[config.mk]
export PLATFORM = sky130hd
export DESIGN_NAME = fetch_decode_flat
export DESIGN_NICKNAME = d
export VERILOG_FILES = /design/src/common/rv_core_pkg.sv /design/src/common/decoded_if.sv /design/src/core/fetch_decode.sv /design/src/flat_wrapper.sv
export SDC_FILE = /design/constraint.sdc
export NUM_CORES = 1
export LEC_CHECK = 0
export ABC_CLOCK_PERIOD_IN_PS = 2600
export BUFFER_PORTS_ARGS = -buffer_cell sky130_fd_sc_hd__clkbuf_2
export CORE_MARGIN = 8
export CORE_UTILIZATION = 46
export CTS_CLUSTER_SIZE = 24
export DETAILED_ROUTE_END_ITERATION = 10
export PLACE_DENSITY_LB_ADDON = 0.25
export SLEW_MARGIN = 25
export SYNTH_ARGS = -nofsm -noshare
export SYNTH_HDL_FRONTEND = slang
export SYNTH_SLANG_ARGS = --single-unit
[constraint.sdc]
create_clock -name clk -period 2.6 [get_ports clk]
set_clock_uncertainty 0.1 [all_clocks]
set_input_delay 0.52 -clock clk [delete_from_list [all_inputs] [get_ports clk]]
set_output_delay 0.52 -clock clk [all_outputs]
set_load 0.03 [all_outputs]
[src/common/rv_core_pkg.sv]
package rv_core_pkg;

	// ------------------------------------------------
	// widths
	// ------------------------------------------------
	localparam int xlen_w = 32;
	// word address, 256 words per memory
	localparam int pc_w = 8;
	localparam int reg_idx_w = 5;

	typedef logic [xlen_w-1:0] word_t;
	typedef logic [pc_w-1:0] pc_t;
	typedef logic [reg_idx_w-1:0] reg_idx_t;

	// what execute has to do with an instruction
	// halt never leaves fetch
	typedef enum logic [2:0] {
		op_alu_r,
		op_alu_i,
		op_branch,
		op_jal,
		op_load,
		op_store,
		op_halt
	} op_class_t;

	// ------------------------------------------------
	// opcodes
	// ------------------------------------------------
	localparam logic [6:0] opc_r = 7'b0110011;
	localparam logic [6:0] opc_i = 7'b0010011;
	localparam logic [6:0] opc_branch = 7'b1100011;
	localparam logic [6:0] opc_jal = 7'b1101111;
	localparam logic [6:0] opc_load = 7'b0000011;
	localparam logic [6:0] opc_store = 7'b0100011;

	// alu funct3, sub and sra picked by funct7 bit 5
	localparam logic [2:0] f3_add = 3'b000;
	localparam logic [2:0] f3_sll = 3'b001;
	localparam logic [2:0] f3_slt = 3'b010;
	localparam logic [2:0] f3_sltu = 3'b011;
	localparam logic [2:0] f3_xor = 3'b100;
	localparam logic [2:0] f3_srl = 3'b101;
	localparam logic [2:0] f3_or = 3'b110;
	localparam logic [2:0] f3_and = 3'b111;

	// branch funct3
	localparam logic [2:0] f3_beq = 3'b000;
	localparam logic [2:0] f3_bne = 3'b001;
	localparam logic [2:0] f3_blt = 3'b100;
	localparam logic [2:0] f3_bge = 3'b101;
	localparam logic [2:0] f3_bltu = 3'b110;
	localparam logic [2:0] f3_bgeu = 3'b111;

	// apb map: bit 8 picks data memory, 7..0 word address
	localparam int apb_aw = 9;
	localparam int apb_dmem_bit = 8;

endpackage

[src/common/decoded_if.sv]
`timescale 1ns/1ps

interface decoded_if;
	import rv_core_pkg::*;

	// forward, one decoded instruction
	logic valid;
	op_class_t op;
	reg_idx_t rd;
	reg_idx_t rs1;
	reg_idx_t rs2;
	logic [2:0] funct3;
	logic alt;
	word_t imm;
	pc_t pc;

	// back from execute
	logic ready;
	pc_t next_pc;
	logic next_pc_valid;

	modport producer (
		output valid, op, rd, rs1, rs2, funct3, alt, imm, pc,
		input ready, next_pc, next_pc_valid
	);

	modport consumer (
		input valid, op, rd, rs1, rs2, funct3, alt, imm, pc,
		output ready, next_pc, next_pc_valid
	);

endinterface

[src/core/fetch_decode.sv]
`timescale 1ns/1ps

module fetch_decode (
	input logic clk,
	input logic rst,
	input logic start,
	output logic done,
	output logic running,
	output rv_core_pkg::pc_t imem_addr,
	input rv_core_pkg::word_t imem_rdata,
	decoded_if.producer dec
);
	import rv_core_pkg::*;

	typedef enum logic [2:0] {
		s_idle,
		s_addr,
		s_read,
		s_issue,
		s_wait,
		s_halt
	} fd_state_t;

	fd_state_t state;
	pc_t pc;

	// decode of the word coming out of memory
	logic [6:0] opcode;
	logic [2:0] funct3_c;
	op_class_t op_c;
	word_t imm_c;
	logic alt_c;
	word_t b_imm;
	word_t j_imm;

	assign imem_addr = pc;
	// pc only moves while nothing is offered
	assign dec.pc = pc;

	assign opcode = imem_rdata[6:0];
	assign funct3_c = imem_rdata[14:12];

	// ------------------------------------------------
	// immediate generation
	// ------------------------------------------------
	// byte offsets as encoded, turned into words below
	assign b_imm = {{20{imem_rdata[31]}}, imem_rdata[7], imem_rdata[30:25],
		imem_rdata[11:8], 1'b0};
	assign j_imm = {{12{imem_rdata[31]}}, imem_rdata[19:12], imem_rdata[20],
		imem_rdata[30:21], 1'b0};

	always_comb
	begin
		// all-zero word has opcode 0, so it lands in default
		op_c = op_halt;
		imm_c = '0;
		alt_c = 1'b0;
		case (opcode)
			opc_r:
			begin
				op_c = op_alu_r;
				alt_c = imem_rdata[30];
			end
			opc_i:
			begin
				op_c = op_alu_i;
				// shamt in rs2 slot, funct7 bit 5 picks srai
				if (funct3_c == f3_sll || funct3_c == f3_srl)
				begin
					imm_c = {{(xlen_w-5){1'b0}}, imem_rdata[24:20]};
					alt_c = imem_rdata[30];
				end
				else
					imm_c = {{20{imem_rdata[31]}}, imem_rdata[31:20]};
			end
			opc_branch:
			begin
				op_c = op_branch;
				// pc counts words
				imm_c = {{2{b_imm[31]}}, b_imm[31:2]};
			end
			opc_jal:
			begin
				op_c = op_jal;
				imm_c = {{2{j_imm[31]}}, j_imm[31:2]};
			end
			opc_load:
			begin
				op_c = op_load;
				imm_c = {{20{imem_rdata[31]}}, imem_rdata[31:20]};
			end
			opc_store:
			begin
				op_c = op_store;
				imm_c = {{20{imem_rdata[31]}}, imem_rdata[31:25], imem_rdata[11:7]};
			end
			default:
				op_c = op_halt;
		endcase
	end

	// ------------------------------------------------
	// fetch sequencing, one instruction in flight
	// ------------------------------------------------
	always_ff @(posedge clk or negedge rst)
	begin
		if (!rst)
		begin
			state <= s_idle;
			pc <= '0;
			running <= 1'b0;
			done <= 1'b0;
			dec.valid <= 1'b0;
		end
		else
		begin
			case (state)
				s_idle:
					if (start)
					begin
						pc <= '0;
						running <= 1'b1;
						state <= s_addr;
					end
				// memory registers the word
				s_addr:
					state <= s_read;
				s_read:
					if (op_c == op_halt)
					begin
						done <= 1'b1;
						running <= 1'b0;
						state <= s_halt;
					end
					else
					begin
						dec.valid <= 1'b1;
						state <= s_issue;
					end
				// hold valid until taken
				s_issue:
					if (dec.ready)
					begin
						dec.valid <= 1'b0;
						state <= s_wait;
					end
				s_wait:
					if (dec.next_pc_valid)
					begin
						pc <= dec.next_pc;
						state <= s_addr;
					end
				// halted until reset
				default:
					state <= s_halt;
			endcase
		end
	end

	// decoded fields, captured with the word
	always_ff @(posedge clk)
	begin
		if (state == s_read)
		begin
			dec.op <= op_c;
			dec.rd <= imem_rdata[11:7];
			dec.rs1 <= imem_rdata[19:15];
			dec.rs2 <= imem_rdata[24:20];
			dec.funct3 <= funct3_c;
			dec.alt <= alt_c;
			dec.imm <= imm_c;
		end
	end

endmodule

[src/flat_wrapper.sv]
// flat-port wrapper written by rule: the top's interface ports become plain ports
module fetch_decode_flat import rv_core_pkg::*;
  (clk, rst, start, done, running, imem_addr, imem_rdata, dec_valid, dec_op, dec_rd, dec_rs1, dec_rs2, dec_funct3, dec_alt, dec_imm, dec_pc, dec_ready, dec_next_pc, dec_next_pc_valid);
  decoded_if dec_i ();
  input logic clk;
  input logic rst;
  input logic start;
  output logic done;
  output logic running;
  output rv_core_pkg::pc_t imem_addr;
  input rv_core_pkg::word_t imem_rdata;
  output wire logic [$bits(dec_i.valid)-1:0] dec_valid;
  output wire logic [$bits(dec_i.op)-1:0] dec_op;
  output wire logic [$bits(dec_i.rd)-1:0] dec_rd;
  output wire logic [$bits(dec_i.rs1)-1:0] dec_rs1;
  output wire logic [$bits(dec_i.rs2)-1:0] dec_rs2;
  output wire logic [$bits(dec_i.funct3)-1:0] dec_funct3;
  output wire logic [$bits(dec_i.alt)-1:0] dec_alt;
  output wire logic [$bits(dec_i.imm)-1:0] dec_imm;
  output wire logic [$bits(dec_i.pc)-1:0] dec_pc;
  input wire logic [$bits(dec_i.ready)-1:0] dec_ready;
  input wire logic [$bits(dec_i.next_pc)-1:0] dec_next_pc;
  input wire logic [$bits(dec_i.next_pc_valid)-1:0] dec_next_pc_valid;
  assign dec_valid = dec_i.valid;
  assign dec_op = dec_i.op;
  assign dec_rd = dec_i.rd;
  assign dec_rs1 = dec_i.rs1;
  assign dec_rs2 = dec_i.rs2;
  assign dec_funct3 = dec_i.funct3;
  assign dec_alt = dec_i.alt;
  assign dec_imm = dec_i.imm;
  assign dec_pc = dec_i.pc;
  assign dec_i.ready = dec_ready;
  assign dec_i.next_pc = dec_next_pc;
  assign dec_i.next_pc_valid = dec_next_pc_valid;
  fetch_decode u_core (.clk(clk), .rst(rst), .start(start), .done(done), .running(running), .imem_addr(imem_addr), .imem_rdata(imem_rdata), .dec(dec_i));
endmodule
After elaboration in Yosys (flattened, before gate mapping)
Cells that the tools add are included.
- multiplexer cells: 19
- order comparisons: 0
- multiply operators: 0
- reductions and logical operators: 10
- divide/modulo/power cells: 0
- bitwise operators: 0
- eq/ne operators: 18
- shift operators: 0
- add/sub/neg operators: 0
- operators with widths (cell ; number):
    $pmux W32 S5 ; 1
    $mux W32 ; 1
    $pmux W3 S6 ; 1
    $mux W8 ; 2
    $pmux W8 S2 ; 1
    $pmux W3 S5 ; 1
    $eq A7 B6 Y1 const B ; 2
    $eq A7 B7 Y1 const B ; 2
    $mux W3 ; 4
    $reduce_and A3 Y1 ; 4
    $eq A3 B3 Y1 const B ; 3
    $ne A2 B2 Y1 const B ; 4
    $eq A7 B2 Y1 const B ; 1
    $eq A7 B5 Y1 const B ; 1
    $eq A3 B1 Y1 const B ; 2
    $eq A3 B2 Y1 const B ; 2
    $pmux W1 S2 ; 3
    $reduce_bool A2 Y1 ; 3
    $mux W1 ; 5
    $logic_not A3 Y1 ; 1
    $ne A2 B1 Y1 const B ; 1
    $reduce_and A2 Y1 ; 1
    $logic_or A1 B1 Y1 ; 1
- output and inout bits: 73
- word-level logic and storage cells: 59
- memory bits (writable): 0
- bits in read-only memories: 0
- bits in latches: 0
- register bits after elaboration: 68
- memories: 0

Depth between registers and ports, before layout
Gate-level depths: netlist of run 1.
- depth in word-level cells: 5
- depth in mapped cells: 6
- mapped depth without buffers: 4

Worst setup path before layout of run 1
OpenSTA, ideal clock, no wires.
- path kind: reg2reg
- from: register u_core.state[2]
- to: register u_core.dec.alt (enable)
- library setup time: 0.397 ns
- path slack: 0.555 ns
- cell stages (with the launch flop): 5
- data arrival time: 1.548 ns
- cells stage by stage: dfrtp_1 > buf_2 > nor2_1 > nand2_1 > inv_1
- word-level cells in the longest chain between the ends: 1
- ends and longest elaborated chain (item ; line ; text):
    from (decl) ; fetch_decode.sv:24 ; fd_state_t state;
    from (signal assigned) ; fetch_decode.sv:109 ; state <= s_idle;
    from (signal assigned) ; fetch_decode.sv:123 ; state <= s_addr;
    from (signal assigned) ; fetch_decode.sv:127 ; state <= s_read;
    $eq A3 B2 Y1 ; fetch_decode.sv:163 ; if (state == s_read)
    to (signal assigned) ; fetch_decode.sv:170 ; dec.alt <= alt_c;
    to (decl) ; decoded_if.sv:23 ; output valid, op, rd, rs1, rs2, funct3, alt, imm, pc,
No other way between the ends.
A chain may end at the register's enable or synchronous reset.

==> metrics.md, run 1 <==
| Metric | Value |
|---|---|
| Finished Layout Cells | `341` |
| Synthesis-stage register bit count | `55` |
| Syn Nets | `216` |
| Maximum clock path buffer count | `2` |
| Grt ovf | `0` |
| Synth cell types | `43` |
| Synth area leader | `edfxtp_1` |
| Post-DRT Antenna Nets | `0` |
| Sink Count | `55` |
| CTS Hold Buffers Added | `0` |
| Core Region | `5107 um2` |
| Top Family by Delay on Critical Path | `flip-flops` |
| Req. time, crit path | `1980 ps` |
| Hold slack | `0.6229 ps` |
| Max Cap Violations | `0` |
| Boundary pin count | `118` |
| Layout cells sized above 1 | `between 40% and 50%` |
| Async SR Flop Fraction | `25.45%` |
| CP Buf/Inv Count | `1` |
| Routability cong. | `about 0.76` |
| Status | `finished, final reports clean` |
| Slowest cell on crit path | `edfxtp_1` |
| Pwr Total | `2.484 mW` |
| Power density cells | `823.1 nW/um2` |
| Most common cell after layout, fill and taps aside | `clkbuf_2` |
| Placed insts | `333` |
| Slew Limit Headroom | `~72%` |
| DRT Pass-1 Iters | `4` |
| Final WL | `between 5000 and 6000 um` |
| Drt drc | `0` |
| Layout fillers | `444` |
| Area delta synth->final | `23.57%` |
| Clk Latency, worst-skew pair | `300 ps` |
| RSZ-0062 raised after global routing | `no` |
| Post-DP HPWL | `approximately 4300 um` |
| H-tree levels | `2` |
| Final period utilization | `67.41%` |
| Setup CP Type | `flop to output port` |
| Routed length per instance | `16.21 um` |
| CP endpoint | `dec_imm[27]` |
| Crit. Startpoint | `u_core.dec.imm[30]` |
| Initial antenna violation count | `0` |
| Post-synth EDFFs | `41` |
| Syn avg cell area | `14.28 um2` |
| R2R setup slack | `just under 900 ps` |
| Via density | `4.933` |
| Crit. path cell count | `1` |
| First-pass GRT wire length | `8266 um` |
| Mapped cell area | `2442 um2` |
| Post-synth top flop | `edfxtp_1` |
| Post-Synthesis Cells | `171` |
| CTS tree | `done` |
| Worst path cell trace | `clkbuf_2` |
| Num CTS Buffers | `5` |
| Post-synth top area share | `50.41%` |
| Reg2reg start | `u_core.state[2]` |
| Worst min-delay path class | `primary input to async pin` |
| Yosys warnings | `0` |
| CP arrival | `1130 ps` |
| Port bufs | `117` |
| Die Span Y | `88.87 um` |
| Clock-pin slew on the worst setup and hold paths | `90 ps` |
| Pin count of the biggest net entering global routing | `37` |
| Critical path capture point type | `output port` |
| Final Hold Violating Endpoints | `0` |
| Die area | `7897 um2` |
| Worst-path maximum fanout | `14` |
| CTS root buf | `clkbuf_8` |
| Final setup TNS | `0 ps` |
| Synth area leaders | `edfxtp_1 50%, dfrtp_1 14%, buf_4 6.5%` |
| Setup bufs post-CTS | `0` |
| Sequential fraction of the synthesis area | `about 65%` |
| Count of final max-slew check failures | `0` |
| GRT Total Usage | `13.66%` |
| Maximum clock frequency | `between 0.5 and 0.6 GHz` |
| Vias post-DR | `1682` |
| Vias in the first global route | `1584` |
| Post-cts resize count | `0` |
| Leak | `1.429 nW` |
| Commonest cells after routing, fill and taps aside | `117 x clkbuf_2, 41 x edfxtp_1, 14 x dfrtp_1` |
| Slew @ Worst Pin | `413.1 ps` |
| Worst Reg-to-Reg Cells | `4` |
| Worst vdd ir | `roughly 0.58 mV` |
| Row Count | `26` |
| Final setup viols | `0` |
| Reg2reg end | `u_core.dec.imm[5]` |
| ANT cells | `0` |
| Starting Density | `47.82%` |
| DR iter-0 viols | `57` |
| Minimum clock period | `1753 ps` |
| Delay of the slowest critical-path stage | `560 ps` |
| Final nets | `315` |
| Critical path startpoint category | `flop` |
| Chip Width | `88.87 um` |
## metrics by stage
step	util [%]	area (um2)	setup slack, ps
after global routing	59.09	3018	759.4
after global placement	57.42	2933	694.2
after CTS	59.09	3018	823.5
after floorplan	-	2442	555.3
after detailed placement	57.42	2933	658.5
final	59.09	3018	847.4
## worst min path at each step
| stage | to | slack (ps) | cells past startpoint |
|---|---|---|---|
| floorplan | u_core.dec.pc[0] | 120 | 0 |
| global placement | u_core.dec.pc[7] | 340 | 1 |
| detailed placement | u_core.state[0] | 340 | 1 |
| CTS | u_core.dec.pc[7] | 2 | 1 |
| global route | u_core.state[0] | 10 | 1 |
| finish | u_core.dec.pc[6] | 0.6 | 1 |
## sequential cells by signal (all words and copies together), names as in the netlist
signal             count
u_core.dec.valid       1
u_core.dec.op          3
u_core.state           3
u_core.done            1
u_core.dec.funct3      3
u_core.dec.rs2         5
u_core.dec.pc          8
u_core.dec.rs1         5
u_core.dec.rd          5
u_core.dec.alt         1
u_core.dec.imm        19
u_core.running         1
## cell type report
type	instances	area, um2	area share, %
well taps	70	87.58	2.902
inverters	3	11.26	0.3731
flip-flops and latches	55	1582	52.40
clock buffers	6	72.57	2.405
multi-input cells	87	646.9	21.43
clock inverters	2	12.51	0.4146
repair buffers	118	605.6	20.07
## worst register-to-register path: stages, from the launching register on
cell and delay [ps]:
dfrtp_1 470, nor2_1 170, nand2_1 110, inv_1 290, buf_12 270
## logic make-up (layout without fill, tap and decap cells)
logic type                Yosys count  in the layout  share of synthesized area [%]
AOI/OAI and AO/OA                  52             52                          15.73
xor gates and xnor gates            1              1                         0.3587
buffers and inverters              29            129                          8.760
DFF                                55             55                          64.75
muxes                               1              1                         0.4610
and+or+nand+nor                    33             33                          9.938
## layer usage
layer | part of all wire, % | vias up | GRT usage, %
li1 | - | 827 | -
met1 | 41 | 782 | 16.85
met2 | 48 | 65 | 21.83
met3 | 9.7 | 8 | 4.085
met4 | 1.7 | 0 | 5.223
met5 | 0 | - | 0
## cells in the mapped netlist (3+ instances only)
library cell	n
nand2_1	4
inv_1	3
nor2b_1	6
a22oi_1	3
o22ai_1	4
and3_1	3
buf_4	21
a21oi_1	8
a22o_1	12
dfrtp_1	14
o21ai_0	3
edfxtp_1	41
nor2_1	4
a21o_1	8
nand2b_1	3
## power by group
group	leakage, nW	internal, mW	total [mW]	switching, mW
clock network	0.0412	0.189	0.454	0.266
registers	0.571	1.10	1.20	0.0985
logic	0.816	0.257	0.829	0.572
(Power assumes the default switching activity.)
==> inputs of run 2 (changes only) <==
--- a/config.mk
+++ b/config.mk
@@ -5,7 +5,7 @@
 export SDC_FILE = /design/constraint.sdc
 export NUM_CORES = 1
 export LEC_CHECK = 0
-export ABC_CLOCK_PERIOD_IN_PS = 2600
+export ABC_CLOCK_PERIOD_IN_PS = 1810
 export BUFFER_PORTS_ARGS = -buffer_cell sky130_fd_sc_hd__clkbuf_2
 export CORE_MARGIN = 8
 export CORE_UTILIZATION = 46
==> constraint.sdc (replaced) <==
create_clock -name clk -period 1.81 [get_ports clk]
set_clock_uncertainty 0.1 [all_clocks]
set_input_delay 0.362 -clock clk [delete_from_list [all_inputs] [get_ports clk]]
set_output_delay 0.362 -clock clk [all_outputs]
set_load 0.03 [all_outputs]
==> run 2 against run 1 <==
Sequential power rose by 42%; final cell count is 1.8% higher; cell area rose by 1.5%; total power is 43% higher; sequential cell count is the same; largest cell class unchanged; critical path depth unchanged; hold slack better by 150 ps; highest routed layer unchanged; non-clock buffer count rose by 6; via count increased by 2.5%; die area is the same.
==> metrics.md, run 2 (synthesized netlist as in run 1, its figures left out) <==
| Metric | Value |
|---|---|
| Status | `finished, final reports clean` |
| Final period utilization | `87.25%` |
| Leak | `roughly 1.4 nW` |
| Layout fillers | `444` |
| Clk Latency, worst-skew pair | `290 ps` |
| R2R setup slack | `~280 ps` |
| Port bufs | `117` |
| Die Span Y | `88.87 um` |
| Post-DRT Antenna Nets | `0` |
| Worst Reg-to-Reg Cells | `4` |
| Maximum clock frequency | `roughly 0.63 GHz` |
| Post-DP HPWL | `roughly 4300 um` |
| Largest Register | `u_core.dec.imm` |
| CTS tree | `done` |
| Drt drc | `0` |
| Core Region | `around 5000 um2` |
| Worst vdd ir | `0.7692 mV` |
| DR iter-0 viols | `74` |
| Worst-path maximum fanout | `14` |
| Setup bufs post-CTS | `0` |
| Grt ovf | `0` |
| Routed length per instance | `around 15 um` |
| Maximum clock path buffer count | `2` |
| Final WL | `5363 um` |
| Crit. Startpoint | `u_core.dec.imm[30]` |
| Count of final max-slew check failures | `0` |
| Num CTS Buffers | `5` |
| Die area | `7897 um2` |
| Boundary pin count | `118` |
| Critical path startpoint category | `flop` |
| Final setup TNS | `0 ps` |
| Top flop regs | `u_core.dec.imm: 19 flops, u_core.dec.pc: 8 flops` |
| Commonest cells after routing, fill and taps aside | `117 x clkbuf_2, 41 x edfxtp_1, 14 x dfrtp_1` |
| Most common cell after layout, fill and taps aside | `clkbuf_2` |
| DRT Pass-1 Iters | `4` |
| CP Buf/Inv Count | `1` |
| CP endpoint | `dec_imm[22]` |
| Routability cong. | `0.7266` |
| Sink Count | `55` |
| Reg2reg start | `u_core.state[0]` |
| CP arrival | `1120 ps` |
| CTS root buf | `clkbuf_8` |
| CTS Hold Buffers Added | `1` |
| Starting Density | `between 40% and 50%` |
| Pin count of the biggest net entering global routing | `30` |
| Critical path capture point type | `output port` |
| Chip Width | `88.87 um` |
| Row Count | `26` |
| Delay of the slowest critical-path stage | `about 550 ps` |
| Slowest cell on crit path | `edfxtp_1` |
| First-pass GRT wire length | `about 8000 um` |
| Clock-pin slew on the worst setup and hold paths | `roughly 90 ps` |
| Largest register FFs | `19` |
| Initial antenna violation count | `0` |
| Worst min-delay path class | `primary input to flop` |
| Slew @ Worst Pin | `411.8 ps` |
| Crit. path cell count | `1` |
| Reg2reg end | `u_core.dec.rd[0]` |
| Vias in the first global route | `1704` |
| Minimum clock period | `roughly 1600 ps` |
| GRT Total Usage | `13.46%` |
| Worst path cell trace | `clkbuf_2` |
| Req. time, crit path | `between 1000 and 1500 ps` |
| Final setup viols | `0` |
| Post-cts resize count | `0` |
| Power density cells | `1162 nW/um2` |
| H-tree levels | `2` |
| Max Cap Violations | `0` |
| Dpl cell area | `2974 um2` |
| Slew Limit Headroom | `between 70% and 80%` |
| Top Family by Delay on Critical Path | `flip-flops` |
| Vias post-DR | `about 1.7k` |
| Area delta synth->final | `25.46%` |
| Layout cells sized above 1 | `between 50% and 60%` |
| Post-layout instance area | `slightly above 3000 um2` |
| ANT cells | `0` |
| Final nets | `321` |
| RSZ-0062 raised after global routing | `no` |
| Final Hold Violating Endpoints | `0` |
| Via density | `~5` |
| Setup CP Type | `flop to output port` |
-- run 2: stage by stage --
step,power (mW),cells,hold WS (ps),setup slack (ps),utilization [%]
floorplan,2.666,171,-33.59,54.84,-
global placement,2.975,338,184.4,60.16,58.23
detailed placement,2.986,338,184.5,53.93,58.23
CTS,3.607,347,148.0,203.0,60.00
global route,3.748,347,140.6,135.3,60.00
finish,3.561,347,154.8,230.8,60.00
-- run 2: final cells by class --
type | count | area, um2 | share of cell area [%]
timing repair buffer | 124 | 653.1 | 21.31
inverter | 3 | 15.01 | 0.4900
clock buffer | 6 | 72.57 | 2.368
clock inverter | 2 | 7.507 | 0.2450
sequential | 55 | 1582 | 51.61
multi-input combinational | 87 | 646.9 | 21.11
tap | 70 | 87.58 | 2.858
-- run 2: report_power, final --
group          total [mW]  switching (mW)  internal [mW]
Combinational        1.24           0.845          0.394
Clock               0.619           0.354          0.265
Sequential           1.70           0.121           1.58
Total                3.56            1.32           2.24
-- run 2: routing by layer --
| layer | part of all wire (%) | vias up | track usage [%] | routed length, um |
|---|---|---|---|---|
| li1 | - | 839 | - | - |
| met1 | 39 | 794 | 15.88 | 2093 |
| met2 | 47 | 84 | 22.24 | 2546 |
| met3 | 12 | 7 | 4.085 | 647 |
| met4 | 1.4 | 0 | 5.376 | 75 |
| met5 | 0 | - | 0 | 0 |
-- run 2: how the worst min path moves through the flow --
| stage | from | to | slack [ps] | depth (start not counted) |
|---|---|---|---|---|
| final | imem_rdata[21] | u_core.dec.rs2[1] | 150 | 1 |
| after global routing | imem_rdata[21] | u_core.dec.rs2[1] | 140 | 1 |
| after CTS | imem_rdata[21] | u_core.dec.rs2[1] | 150 | 1 |
| after detailed placement | rst | u_core.dec.pc[4] | 180 | 1 |
| after global placement | rst | u_core.dec.pc[4] | 180 | 1 |
| after floorplan | rst | u_core.dec.pc[0] | -30 | 0 |
-- run 2: worst reg2reg max path: stages, from the launching register on --
cell	delay [ps]
dfrtp_1	440
nor2_1	160
nand2_1	130
clkinvlp_4	190
buf_12	210
==> inputs of run 3 (changes only) <==
--- a/config.mk
+++ b/config.mk
@@ -5,7 +5,7 @@
 export SDC_FILE = /design/constraint.sdc
 export NUM_CORES = 1
 export LEC_CHECK = 0
-export ABC_CLOCK_PERIOD_IN_PS = 1810
+export ABC_CLOCK_PERIOD_IN_PS = 1500
 export BUFFER_PORTS_ARGS = -buffer_cell sky130_fd_sc_hd__clkbuf_2
 export CORE_MARGIN = 8
 export CORE_UTILIZATION = 46
==> constraint.sdc (replaced) <==
create_clock -name clk -period 1.5 [get_ports clk]
set_clock_uncertainty 0.1 [all_clocks]
set_input_delay 0.3 -clock clk [delete_from_list [all_inputs] [get_ports clk]]
set_output_delay 0.3 -clock clk [all_outputs]
set_load 0.03 [all_outputs]
==> run 3 against run 2 <==
Hold slack worse by 70 ps; non-clock buffer count is 15 higher; sequential cell count stayed put; critical path depth is 1 higher; sequential power increased by 21%; die area unchanged; setup slack lost 180 ps; cell area is 4.9% higher; sequential share of layout area shrank 2.4 points; first-iteration DRC count is 12% lower; final cell count rose by 4.3%.
==> metrics.md, run 3 (synthesized netlist as in run 1, its figures left out) <==
| Metric | Value |
|---|---|
| Max Cap Violations | `0` |
| Die area | `7897 um2` |
| Row Count | `26` |
| H-tree levels | `2` |
| Chip Width | `88.87 um` |
| Port bufs | `roughly 120` |
| Starting Density | `a little under half` |
| Largest Register | `u_core.dec.imm` |
| Clk pwr share | `17.1%` |
| Via density | `4.912` |
| First-pass GRT wire length | `around 8400 um` |
| Area delta synth->final | `31.56%` |
| Grt ovf | `0` |
| Sink Count | `55` |
| Core Region | `between 5000 and 6000 um2` |
| Die Span Y | `a little under 90 um` |
| Routability cong. | `approximately 0.78` |
| Cell-internal power | `2.785 mW` |
| CP arrival | `1050 ps` |
| Vias in the first global route | `roughly 1.8k` |
| Req. time, crit path | `1100 ps` |
| GRT Total Usage | `between 10% and 20%` |
| Commonest cells after routing, fill and taps aside | `114 x clkbuf_2, 41 x edfxtp_1, 18 x buf_4` |
| Status | `finished, final reports clean` |
| Layout cells sized above 1 | `53.77%` |
| DRT Pass-1 Iters | `4` |
| Worst vdd ir | `approximately 0.94 mV` |
| Boundary pin count | `118` |
| Finished Layout Cells | `362` |
| Drt drc | `0` |
| Pwr Total | `~4.4 mW` |
| Slew Limit Headroom | `between 70 and 80%` |
| Combinational Power Share | `36.2%` |
| Clock-pin slew on the worst setup and hold paths | `~90 ps` |
| GR peak layer | `met2` |
| Switching share of total power | `a little under two fifths` |
| Final nets | `336` |
| Worst min-delay path class | `primary input to flop` |
| Final setup viols | `0` |
| Met1 global-route usage | `16.37%` |
| Critical path startpoint category | `flop` |
| Post-layout instance area | `3213 um2` |
| Final period utilization | `between 90 and 100%` |
| Post-DRT Antenna Nets | `0` |
| RSZ-0062 raised after global routing | `no` |
| Post-DP HPWL | `4533 um` |
| Slew @ Worst Pin | `344.2 ps` |
| Fin worst setup slack | `52.59 ps` |
| ANT cells | `0` |
| Top flop regs | `u_core.dec.imm: 19 flops, u_core.dec.pc: 8 flops` |
| Worst-path maximum fanout | `14` |
| CTS tree | `done` |
| Clk Latency, worst-skew pair | `~290 ps` |
| Leak | `around 1.5 nW` |
| Net Switching | `1.633 mW` |
| Seq. cell area | `between 1500 and 2000 um2` |
| Maximum clock frequency | `between 0.6 and 0.7 GHz` |
| Initial antenna violation count | `0` |
| Num CTS Buffers | `5` |
| Maximum clock path buffer count | `2` |
| Critical path capture point type | `output port` |
| Setup CP Type | `flop to output port` |
| Most common cell after layout, fill and taps aside | `clkbuf_2` |
| Minimum clock period | `about 1400 ps` |
| Seq pwr share | `46.7%` |
| Vias post-DR | `1778` |
| Final Hold Violating Endpoints | `0` |
| GR Util met2 | `23.32%` |
| Dpl cell area | `3102 um2` |
| Layout fillers | `442` |
| Largest register FFs | `19` |
| CTS root buf | `clkbuf_8` |
| Routed length per instance | `15.46 um` |
| Setup WS pre-CTS | `-117.2 ps` |
| Power density cells | `between 1000 and 1500 nW/um2` |
| Placed insts | `352` |
| DR iter-0 viols | `65` |
| GR Layer Usage met3 | `4.085%` |
| Final WL | `5598 um` |
| Area of the multi-input gates | `656.9 um2` |
| Count of final max-slew check failures | `0` |
| Pin count of the biggest net entering global routing | `26` |
[run 3: cell types whose count changed in the layout (fill, tap and decap cells not counted), moves of 2 or more]
| cell | previous run | this run |
|---|---|---|
| buf_12 | 1 | 3 |
| buf_2 | 0 | 3 |
| buf_4 | 5 | 18 |
| clkbuf_2 | 117 | 114 |
| clkinv_1 | 2 | 0 |
[run 3: path summary, 6_finish.rpt]
check,slack (ps),end,cells past startpoint,startpoint
min in group asynchronous,320,u_core.dec.valid,2,rst
max,50,dec_imm[22],2,u_core.dec.imm[30]
max in group asynchronous,720,u_core.dec.pc[0],2,rst
min reg2reg,360,u_core.done,1,u_core.done
min,80,u_core.dec.rs2[1],1,imem_rdata[21]
max reg2reg,120,u_core.dec.imm[10],4,u_core.state[2]
[run 3: cell type report]
class	instances	area share, %
multi-input cells	87	20.44
clock inverters	1	0.1558
clock buffers	7	2.375
flip-flops and latches	55	49.22
inverters	3	0.4673
well taps	70	2.726
repair buffers	139	24.61
[run 3: timing repair]
item                                    4_1_cts  5_1_grt
buffers inserted                              1        0
hold endpoints to repair                     14        0
resized for setup                             0        3
hold buffers                                  1        0
endpoints found under the setup margin       14        3
[run 3: power groups by stage]
stage | sequential [mW] | clock (mW) | combinational, mW
2_1_floorplan | 2.47 | 0 | 0.790
3_3_place_gp | 2.10 | 0 | 1.60
3_5_place_dp | 2.10 | 0 | 1.61
4_1_cts | 2.07 | 0.791 | 1.63
5_1_grt | 2.10 | 0.843 | 1.72
6_report | 2.06 | 0.755 | 1.60
[run 3: per-layer routing]
metal	wire, um	up-vias
met4	127	0
li1	-	870
met3	520	11
met5	0	-
met2	2746	71
met1	2203	826
[run 3: worst max-delay path, stage by stage (launching register included)]
cell and delay (ps):
edfxtp_1 420, buf_12 160, clkbuf_2 180
[run 3: stage by stage]
step	util, %	TNS, ps	hold slack [ps]
2_1_floorplan	-	-6647	-95.59
3_5_place_dp	60.73	-1688	124.3
4_1_cts	62.91	0	75.82
3_3_place_gp	60.73	-1133	119.5
6_report	62.91	0	84.98
5_1_grt	62.91	0	72.67
